`src/design/soc_pkg.sv`:
```
// SoC memory-side definitions
package soc_pkg;

    // bus widths
    localparam int ADDR_W  = 64;
    localparam int DATA_W  = 64;
    localparam int INST_W  = 32;
    localparam int WMASK_W = DATA_W / 8;

    typedef logic [ADDR_W-1:0]  addr_t;
    typedef logic [DATA_W-1:0]  data_t;
    typedef logic [INST_W-1:0]  inst_t;
    typedef logic [WMASK_W-1:0] wmask_t;

    // address map, the timer window is 64 KiB aligned
    localparam addr_t CLINT_BASE    = 64'h0000_0000_0200_0000;
    localparam addr_t CLINT_SIZE    = 64'h0000_0000_0001_0000;
    localparam addr_t MTIMECMP_ADDR = 64'h0000_0000_0200_4000;
    localparam addr_t MTIME_ADDR    = 64'h0000_0000_0200_bff8;

    // number of low address bits inside the timer window
    localparam int CLINT_OFS_W = $clog2(CLINT_SIZE);

    // timer reset values
    localparam data_t MTIME_RESET    = '0;
    localparam data_t MTIMECMP_RESET = '1;

    // one access on the shared bus
    typedef struct packed {
        addr_t  addr;
        data_t  wdata;
        wmask_t wmask;
        logic   we;
    } bus_req_t;

    // response returned with the done pulse
    typedef struct packed {
        data_t rdata;
    } bus_rsp_t;

    // arbiter grant state
    typedef enum logic [1:0] {
        ARB_IDLE,
        ARB_INST,
        ARB_DATA
    } arb_state_t;

    // external ram bridge state
    typedef enum logic [1:0] {
        BR_IDLE,
        BR_READ,
        BR_CAPTURE,
        BR_WRITE
    } bridge_state_t;

endpackage

```
`src/design/mem_arbiter.sv`:
```
// Instruction and data bus arbiter
`timescale 1ns/1ps

module mem_arbiter (
    input  logic               clk,
    input  logic               i_rst_n,
    // instruction fetch side
    input  logic               i_if_req,
    input  soc_pkg::addr_t     i_if_addr,
    output logic               o_if_done,
    output soc_pkg::inst_t     o_if_inst,
    // data access side
    input  logic               i_mem_req,
    input  logic               i_mem_we,
    input  soc_pkg::addr_t     i_mem_addr,
    input  soc_pkg::data_t     i_mem_wdata,
    input  soc_pkg::wmask_t    i_mem_wmask,
    output logic               o_mem_done,
    output soc_pkg::data_t     o_mem_rdata,
    // shared bus
    output logic               o_bus_valid,
    output soc_pkg::bus_req_t  o_bus_req,
    input  logic               i_bus_done,
    input  soc_pkg::bus_rsp_t  i_bus_rsp
);
    import soc_pkg::*;

    arb_state_t state;
    bus_req_t   next_req;
    bus_req_t   bus_req_q;
    logic       bus_valid_q;
    logic       grant;

    assign grant = (state == ARB_IDLE) && (i_mem_req || i_if_req);

    // data side wins when both ask in the same cycle
    always_comb begin
        if (i_mem_req) begin
            next_req.addr  = i_mem_addr;
            next_req.wdata = i_mem_wdata;
            next_req.wmask = i_mem_wmask;
            next_req.we    = i_mem_we;
        end else begin
            // fetch is always a plain read
            next_req.addr  = i_if_addr;
            next_req.wdata = '0;
            next_req.wmask = '0;
            next_req.we    = 1'b0;
        end
    end

    always_ff @(posedge clk) begin
        if (!i_rst_n) begin
            state       <= ARB_IDLE;
            bus_valid_q <= 1'b0;
        end else begin
            bus_valid_q <= 1'b0;
            case (state)
                ARB_IDLE: begin
                    if (i_mem_req) begin
                        state       <= ARB_DATA;
                        bus_valid_q <= 1'b1;
                    end else if (i_if_req) begin
                        state       <= ARB_INST;
                        bus_valid_q <= 1'b1;
                    end
                end
                ARB_INST, ARB_DATA: begin
                    if (i_bus_done) begin
                        state <= ARB_IDLE;
                    end
                end
                default: state <= ARB_IDLE;
            endcase
        end
    end

    // request payload held for the whole access
    always_ff @(posedge clk) begin
        if (grant) begin
            bus_req_q <= next_req;
        end
    end

    assign o_bus_valid = bus_valid_q;
    assign o_bus_req   = bus_req_q;

    // done goes back to whoever owns the bus
    assign o_mem_done  = (state == ARB_DATA) && i_bus_done;
    assign o_if_done   = (state == ARB_INST) && i_bus_done;
    assign o_mem_rdata = i_bus_rsp.rdata;

    // pick the 32-bit half by address bit 2
    assign o_if_inst = bus_req_q.addr[2] ? i_bus_rsp.rdata[63:32] : i_bus_rsp.rdata[31:0];

endmodule

```
`src/design/bus_router.sv`:
```
// Address decoder and response merge
`timescale 1ns/1ps

module bus_router (
    input  logic               clk,
    input  logic               i_rst_n,
    input  logic               i_bus_valid,
    input  soc_pkg::bus_req_t  i_bus_req,
    output logic               o_bus_done,
    output soc_pkg::bus_rsp_t  o_bus_rsp,
    // target selects
    output logic               o_tmr_valid,
    output logic               o_ram_valid,
    // target responses
    input  logic               i_tmr_done,
    input  soc_pkg::bus_rsp_t  i_tmr_rsp,
    input  logic               i_ram_done,
    input  soc_pkg::bus_rsp_t  i_ram_rsp
);
    import soc_pkg::*;

    logic tmr_hit;
    logic tmr_owner;

    // window is aligned, so only the upper bits need to match
    assign tmr_hit = (i_bus_req.addr[ADDR_W-1:CLINT_OFS_W] == CLINT_BASE[ADDR_W-1:CLINT_OFS_W]);

    assign o_tmr_valid = i_bus_valid && tmr_hit;
    assign o_ram_valid = i_bus_valid && !tmr_hit;

    // remember the target of the outstanding access
    always_ff @(posedge clk) begin
        if (!i_rst_n) begin
            tmr_owner <= 1'b0;
        end else if (i_bus_valid) begin
            tmr_owner <= tmr_hit;
        end
    end

    // only one target can answer at a time
    assign o_bus_done = i_tmr_done | i_ram_done;
    assign o_bus_rsp  = tmr_owner ? i_tmr_rsp : i_ram_rsp;

endmodule

```
`src/design/clint_timer.sv`:
```
// Core-local timer
`timescale 1ns/1ps

module clint_timer (
    input  logic               clk,
    input  logic               i_rst_n,
    input  logic               i_valid,
    input  soc_pkg::bus_req_t  i_req,
    output logic               o_done,
    output soc_pkg::bus_rsp_t  o_rsp,
    output logic               o_irq
);
    import soc_pkg::*;

    data_t mtime;
    data_t mtimecmp;
    data_t rdata_q;
    logic  done_q;
    logic  irq_q;
    logic  wr_mtime;
    logic  wr_mtimecmp;

    // overwrite only the bytes enabled in the mask
    function automatic data_t merge_bytes(data_t old_val, data_t new_val, wmask_t mask);
        data_t result;
        result = old_val;
        for (int i = 0; i < WMASK_W; i++) begin
            if (mask[i]) begin
                result[8*i +: 8] = new_val[8*i +: 8];
            end
        end
        return result;
    endfunction

    assign wr_mtime    = i_valid && i_req.we && (i_req.addr == MTIME_ADDR);
    assign wr_mtimecmp = i_valid && i_req.we && (i_req.addr == MTIMECMP_ADDR);

    always_ff @(posedge clk) begin
        if (!i_rst_n) begin
            mtime    <= MTIME_RESET;
            mtimecmp <= MTIMECMP_RESET;
            done_q   <= 1'b0;
            irq_q    <= 1'b0;
        end else begin
            // a write to mtime replaces this cycle's increment
            if (wr_mtime) begin
                mtime <= merge_bytes(mtime, i_req.wdata, i_req.wmask);
            end else begin
                mtime <= mtime + 1'b1;
            end
            if (wr_mtimecmp) begin
                mtimecmp <= merge_bytes(mtimecmp, i_req.wdata, i_req.wmask);
            end
            done_q <= i_valid;
            irq_q  <= (mtime >= mtimecmp);
        end
    end

    // read data, unmapped offsets read as zero
    always_ff @(posedge clk) begin
        if (i_valid) begin
            if (!i_req.we && i_req.addr == MTIME_ADDR) begin
                rdata_q <= mtime;
            end else if (!i_req.we && i_req.addr == MTIMECMP_ADDR) begin
                rdata_q <= mtimecmp;
            end else begin
                rdata_q <= '0;
            end
        end
    end

    assign o_done      = done_q;
    assign o_rsp.rdata = rdata_q;
    assign o_irq       = irq_q;

endmodule

```
`src/design/ram_bridge.sv`:
```
// Bus to external RAM bridge
`timescale 1ns/1ps

module ram_bridge (
    input  logic               clk,
    input  logic               i_rst_n,
    input  logic               i_valid,
    input  soc_pkg::bus_req_t  i_req,
    output logic               o_done,
    output soc_pkg::bus_rsp_t  o_rsp,
    // external ram strobes
    output logic               o_ram_rd_en,
    output soc_pkg::addr_t     o_ram_addr,
    input  soc_pkg::data_t     i_ram_rd_data,
    output logic               o_ram_wr_en,
    output soc_pkg::addr_t     o_ram_wr_addr,
    output soc_pkg::data_t     o_ram_wr_data,
    output soc_pkg::wmask_t    o_ram_wmask
);
    import soc_pkg::*;

    bridge_state_t state;
    logic          rd_en_q;
    logic          wr_en_q;
    logic          done_q;
    addr_t         rd_addr_q;
    addr_t         wr_addr_q;
    data_t         wr_data_q;
    wmask_t        wmask_q;

    always_ff @(posedge clk) begin
        if (!i_rst_n) begin
            state   <= BR_IDLE;
            rd_en_q <= 1'b0;
            wr_en_q <= 1'b0;
            done_q  <= 1'b0;
        end else begin
            case (state)
                BR_IDLE: begin
                    if (i_valid && i_req.we) begin
                        // write completes with its strobe
                        state   <= BR_WRITE;
                        wr_en_q <= 1'b1;
                        done_q  <= 1'b1;
                    end else if (i_valid) begin
                        state   <= BR_READ;
                        rd_en_q <= 1'b1;
                    end
                end
                BR_READ: begin
                    // data comes back one cycle after the strobe
                    state   <= BR_CAPTURE;
                    rd_en_q <= 1'b0;
                    done_q  <= 1'b1;
                end
                BR_CAPTURE, BR_WRITE: begin
                    state   <= BR_IDLE;
                    wr_en_q <= 1'b0;
                    done_q  <= 1'b0;
                end
                default: state <= BR_IDLE;
            endcase
        end
    end

    always_ff @(posedge clk) begin
        if (state == BR_IDLE && i_valid && i_req.we) begin
            wr_addr_q <= i_req.addr;
            wr_data_q <= i_req.wdata;
            wmask_q   <= i_req.wmask;
        end
        if (state == BR_IDLE && i_valid && !i_req.we) begin
            rd_addr_q <= i_req.addr;
        end
    end

    assign o_ram_rd_en   = rd_en_q;
    assign o_ram_addr    = rd_addr_q;
    assign o_ram_wr_en   = wr_en_q;
    assign o_ram_wr_addr = wr_addr_q;
    assign o_ram_wr_data = wr_data_q;
    assign o_ram_wmask   = wmask_q;
    assign o_done        = done_q;

    // ram data is taken in the capture cycle, together with done
    assign o_rsp.rdata = (state == BR_CAPTURE) ? i_ram_rd_data : '0;

endmodule

```
`src/design/soc_top.sv`:
```
// SoC memory subsystem top
`timescale 1ns/1ps

module soc_top (
    input  logic               clk,
    input  logic               i_rst_n,
    // instruction fetch
    input  logic               i_if_req,
    input  soc_pkg::addr_t     i_if_addr,
    output logic               o_if_done,
    output soc_pkg::inst_t     o_if_inst,
    // data access
    input  logic               i_mem_req,
    input  logic               i_mem_we,
    input  soc_pkg::addr_t     i_mem_addr,
    input  soc_pkg::data_t     i_mem_wdata,
    input  soc_pkg::wmask_t    i_mem_wmask,
    output logic               o_mem_done,
    output soc_pkg::data_t     o_mem_rdata,
    output logic               o_timer_irq,
    // external ram
    output logic               o_ram_rd_en,
    output soc_pkg::addr_t     o_ram_addr,
    input  soc_pkg::data_t     i_ram_rd_data,
    output logic               o_ram_wr_en,
    output soc_pkg::addr_t     o_ram_wr_addr,
    output soc_pkg::data_t     o_ram_wr_data,
    output soc_pkg::wmask_t    o_ram_wmask
);
    import soc_pkg::*;

    logic     bus_valid;
    bus_req_t bus_req;
    logic     bus_done;
    bus_rsp_t bus_rsp;
    logic     tmr_valid;
    logic     tmr_done;
    bus_rsp_t tmr_rsp;
    logic     ram_valid;
    logic     ram_done;
    bus_rsp_t ram_rsp;

    mem_arbiter u_arbiter (
        .clk         (clk),
        .i_rst_n     (i_rst_n),
        .i_if_req    (i_if_req),
        .i_if_addr   (i_if_addr),
        .o_if_done   (o_if_done),
        .o_if_inst   (o_if_inst),
        .i_mem_req   (i_mem_req),
        .i_mem_we    (i_mem_we),
        .i_mem_addr  (i_mem_addr),
        .i_mem_wdata (i_mem_wdata),
        .i_mem_wmask (i_mem_wmask),
        .o_mem_done  (o_mem_done),
        .o_mem_rdata (o_mem_rdata),
        .o_bus_valid (bus_valid),
        .o_bus_req   (bus_req),
        .i_bus_done  (bus_done),
        .i_bus_rsp   (bus_rsp)
    );

    bus_router u_router (
        .clk         (clk),
        .i_rst_n     (i_rst_n),
        .i_bus_valid (bus_valid),
        .i_bus_req   (bus_req),
        .o_bus_done  (bus_done),
        .o_bus_rsp   (bus_rsp),
        .o_tmr_valid (tmr_valid),
        .o_ram_valid (ram_valid),
        .i_tmr_done  (tmr_done),
        .i_tmr_rsp   (tmr_rsp),
        .i_ram_done  (ram_done),
        .i_ram_rsp   (ram_rsp)
    );

    // both targets see the same request, only their valids differ
    clint_timer u_timer (
        .clk     (clk),
        .i_rst_n (i_rst_n),
        .i_valid (tmr_valid),
        .i_req   (bus_req),
        .o_done  (tmr_done),
        .o_rsp   (tmr_rsp),
        .o_irq   (o_timer_irq)
    );

    ram_bridge u_ram_bridge (
        .clk           (clk),
        .i_rst_n       (i_rst_n),
        .i_valid       (ram_valid),
        .i_req         (bus_req),
        .o_done        (ram_done),
        .o_rsp         (ram_rsp),
        .o_ram_rd_en   (o_ram_rd_en),
        .o_ram_addr    (o_ram_addr),
        .i_ram_rd_data (i_ram_rd_data),
        .o_ram_wr_en   (o_ram_wr_en),
        .o_ram_wr_addr (o_ram_wr_addr),
        .o_ram_wr_data (o_ram_wr_data),
        .o_ram_wmask   (o_ram_wmask)
    );

endmodule

```
`config.mk`:
```
export PLATFORM = sky130hd
export DESIGN_NAME = soc_top
export DESIGN_NICKNAME = d
export VERILOG_FILES = /design/src/design/soc_pkg.sv /design/src/design/mem_arbiter.sv /design/src/design/bus_router.sv /design/src/design/clint_timer.sv /design/src/design/ram_bridge.sv /design/src/design/soc_top.sv
export SDC_FILE = /design/constraint.sdc
export NUM_CORES = 1
export LEC_CHECK = 0
export ABC_CLOCK_PERIOD_IN_PS = 19200
export BUFFER_PORTS_ARGS = -buffer_cell sky130_fd_sc_hd__buf_2
export CAP_MARGIN = 20
export CORE_MARGIN = 3
export CORE_UTILIZATION = 40
export CTS_BUF_LIST = sky130_fd_sc_hd__clkbuf_4 sky130_fd_sc_hd__clkbuf_8 sky130_fd_sc_hd__clkbuf_16
export CTS_CLUSTER_DIAMETER = 200
export DETAILED_ROUTE_END_ITERATION = 8
export PLACE_DENSITY = 0.67
export SLEW_MARGIN = 20
export SYNTH_ARGS = -nofsm -noshare
export SYNTH_HDL_FRONTEND = slang
export SYNTH_SLANG_ARGS = --single-unit
```
`constraint.sdc`:
```
create_clock -name clk -period 19.2 [get_ports clk]
set_input_delay 1.92 -clock clk [delete_from_list [all_inputs] [get_ports clk]]
set_output_delay 1.92 -clock clk [all_outputs]
set_load 0.005 [all_outputs]
```
==> key figures <==
Setup path
  – CP max FO: 2
  – Worst setup startpoint: i_ram_rd_data[15]
  – CP Capture Point: o_if_inst[15]
  – CP startpoint kind: input pin
  – Setup crit end kind: output port
  – CP Data Required Time: 17280 ps
  – R2r setup slk: 15540 ps
  – Critical path class: in -> out
  – Arr. time, crit path: 2740 ps
  – FF-to-FF path depth: 7
  – R2r startpoint: u_arbiter.o_bus_req[119]
  – Reg-to-Reg End: u_timer.o_rsp[35]

Clocking
  – CTS tree: built
  – H-tree depth: 2
  – TritonCTS Sinks: 540
  – CTS max path bufs: 3
  – CTS buffer count: 57
  – Clock-pin slew on the worst setup and hold paths: 50 ps
  – Post-CTS Hold Fix Bufs: 0
  – Root buf cell: clkbuf_16
  – Post-CTS sizing: 0
  – Latest clock arrival within the worst-skew pair: between 600 and 700 ps
  – Setup Buffers After CTS: 0

Floorplanning
  – Chip height: approximately 250 um
  – Die W: ~250 um
  – Core Area: 0.0594 mm2
  – I/O Pins: 570
  – Die Area: 0.0633 mm2
  – # rows: 89
  – Initial Util: about two fifths

Run
  – MaxCap Viol Count: 0

Route
  – WL/cell: 24.0 um
  – Drt total wl: 77.9 mm
  – DRC marker count from the first detailed-route iteration: 1426
  – Residual DRC: 0
  – Drt first pass iters: 6
  – Vias: 18300
  – Post-route ant nets: 0
  – Mean number of vias per cell: 5.63

Global route
  – Overall routing resource usage: 23.9%
  – Initial antenna violation count: 3
  – Vias in the first global route: 18400
  – Largest net degree at the start of global routing: 138
  – GR Overflow Total: 0
  – First-pass GRT wire length: 115 mm

Timing
  – Worst slew margin: 33.4%
  – Setup TNS: 0 ps
  – Part of the cycle the worst path needs: 24.3%
  – Worst Tran Pin Value: 998 ps
  – Fmax: 214 MHz
  – Period minus WS final: 4660 ps
  – Setup ws final: between 10000 and 15000 ps
  – Tightest hold margin: 461 ps
  – Max Slew Vio Count: 0
  – Fin. Hold Viols: 0
  – Unrepaired setup endpoints after global routing: no
  – Skew final: between 20 and 30 ps
  – Final setup vio count: 0

Final layout
  – Fin area: 0.0297 mm2
  – Share of cells above drive strength 1: 33.4%
  – Area grow syn2layout: 23.1%
  – Layout net count: 2767
  – Fin cells: between 3000 and 4000

Synth
  – Mapped Cells: 1899
  – Mapped Nets: roughly 2200
  – Sequential fraction of the synthesis area: between 60% and 70%
  – Post-synthesis cell type count: 78
  – Post-synthesis cell area: 0.0241 mm2
  – Adder-cell area share of the yosys netlist: 3.53%
  – Most used DFF post-synth: edfxtp_1
  – Async S/R FF share, synth: 0%
  – Count leader, synth: edfxtp_1
  – Synthesized area per cell: approximately 13 um2
  – XOR/XNOR share of the synthesized area: less than 1%
  – Post-synth EDFFs: 401
  – Top post-synthesis cells by area: edfxtp_1 (50%), dfxtp_1 (12%), a22o_1 (4.6%), mux2_2 (4.6%), ha_1 (3.5%)
  – Area leader, netlist: edfxtp_1
  – Compound-Gate Fraction of Synth Area: 11.5%
  – Most frequent cells after synthesis: edfxtp_1 (401), dfxtp_1 (139), nand2_1 (136)
  – Mux share of post-synthesis cell area: 7.19%
  – Synthesis warning total: 0
  – Combinational family with the most area after synthesis: simple AND/OR/NAND/NOR gates
  – Synth Area in Simple Gates: 12.8%
  – Synth top area share: 49.9%
  – Yosys reg bits: between 500 and 600

Placed design
  – Placement Setup Slack: approximately 15000 ps
  – Final Wtd Congestion: 0.893
  – Placed cell count: 3144
  – PortBufs: 569
  – Final HPWL DP: between 50 and 60 mm
  – Area after DPL: 0.0277 mm2

Worst hold path
  – Hold WC Path Type: reg -> reg

Power
  – Static leakage: 12.4 nW
  – Power per cell area: approximately 99 mW/mm2
  – Peak VDD IR: around 0.075 mV

Outcome
  – Status: completed
-- cells in the final DEF, fill, tap and decap left out, drive strengths merged, types with 11 or more instances in the layout --
master | netlist | final
a211oi | 11 | 11
a21oi | 62 | 62
a22o | 128 | 128
a31oi | 22 | 22
and2 | 77 | 77
and3 | 16 | 16
and4 | 16 | 16
buf | 32 | 592
clkbuf | 88 | 72
clkinv | 0 | 17
dfxtp | 139 | 139
edfxtp | 401 | 401
ha | 68 | 68
inv | 89 | 94
mux2 | 98 | 98
mux2i | 63 | 63
nand2 | 136 | 136
nand3 | 74 | 74
nand4 | 50 | 50
nor2 | 51 | 51
nor3 | 33 | 33
nor4 | 32 | 32
o2111ai | 12 | 12
o211ai | 21 | 21
o21ai | 31 | 31
or3 | 14 | 14
or4 | 18 | 18
-- registers in the layout, indices dropped and copies added (netlist names) --
register / cells
u_arbiter.o_bus_req: 137
u_ram_bridge.o_ram_addr: 64
u_ram_bridge.o_ram_wr_addr: 64
u_ram_bridge.o_ram_wr_data: 64
u_timer.mtime: 64
u_timer.mtimecmp: 64
u_timer.o_rsp: 64
u_ram_bridge.o_ram_wmask: 8
u_arbiter.state: 2
u_ram_bridge.state: 2
u_arbiter.o_bus_valid: 1
u_ram_bridge.o_done: 1
u_ram_bridge.o_ram_rd_en: 1
u_ram_bridge.o_ram_wr_en: 1
u_router.tmr_owner: 1
u_timer.o_done: 1
u_timer.o_irq: 1
-- area by class of cell --
class | instances | area, um2
fill | 5203 | 29700
sequential | 540 | 14800
multi-input combinational | 1150 | 8510
timing repair buffer | 592 | 3040
clock buffer | 72 | 1590
tap | 773 | 967
clock inverter | 35 | 408
inverter | 89 | 334
antenna | 2 | 5.00
-- stage by stage --
step | utilization, % | total power, W
3_5_place_dp | 46.6 | 0.00182
4_1_cts | 50.0 | 0.00298
3_3_place_gp | 46.6 | 0.00181
2_1_floorplan | - | 0.00165
6_report | 50.0 | 0.00294
5_1_grt | 50.0 | 0.00305
-- cells by family after synthesis --
group,after synthesis
fa+ha+maj,68
compound gates,368
mux,161
buf+inv,209
flops,540
xor+xnor,2
simple gates,551
-- where the power goes --
group          total (W)  internal [W]  switching (W)  leakage, nW
clock            0.00116      0.000685       0.000476        0.976
combinational   0.000263     0.0000995       0.000163         6.66
sequential       0.00152       0.00142      0.0000986         4.78
-- worst min-delay path by stage --
stage                             from                        endpoint  slack, ps  cells past startpoint
3_3_place_gp   u_arbiter.o_bus_req[64]  u_ram_bridge.o_ram_wr_data[55]        440                      0
5_1_grt        u_arbiter.o_bus_req[20]  u_ram_bridge.o_ram_wr_data[11]        480                      0
6_report       u_arbiter.o_bus_req[20]  u_ram_bridge.o_ram_wr_data[11]        460                      0
4_1_cts        u_arbiter.o_bus_req[20]  u_ram_bridge.o_ram_wr_data[11]        460                      0
2_1_floorplan   u_arbiter.o_bus_req[1]     u_ram_bridge.o_ram_wmask[0]        420                      0
3_5_place_dp   u_arbiter.o_bus_req[64]  u_ram_bridge.o_ram_wr_data[55]        440                      0
-- metal layers --
layer,up-vias,wire (um),GRT usage [%]
li1,8406,-,-
met1,8943,31400,30.7
met2,821,38500,41.1
met3,137,5770,4.67
met4,2,2230,7.48
met5,-,13,0
-- worst max-delay path: stages --
cell and delay, ps:
buf_2 100, a22o_1 300, mux2_2 300, buf_2 130
Power figures use the tool's default switching activity.
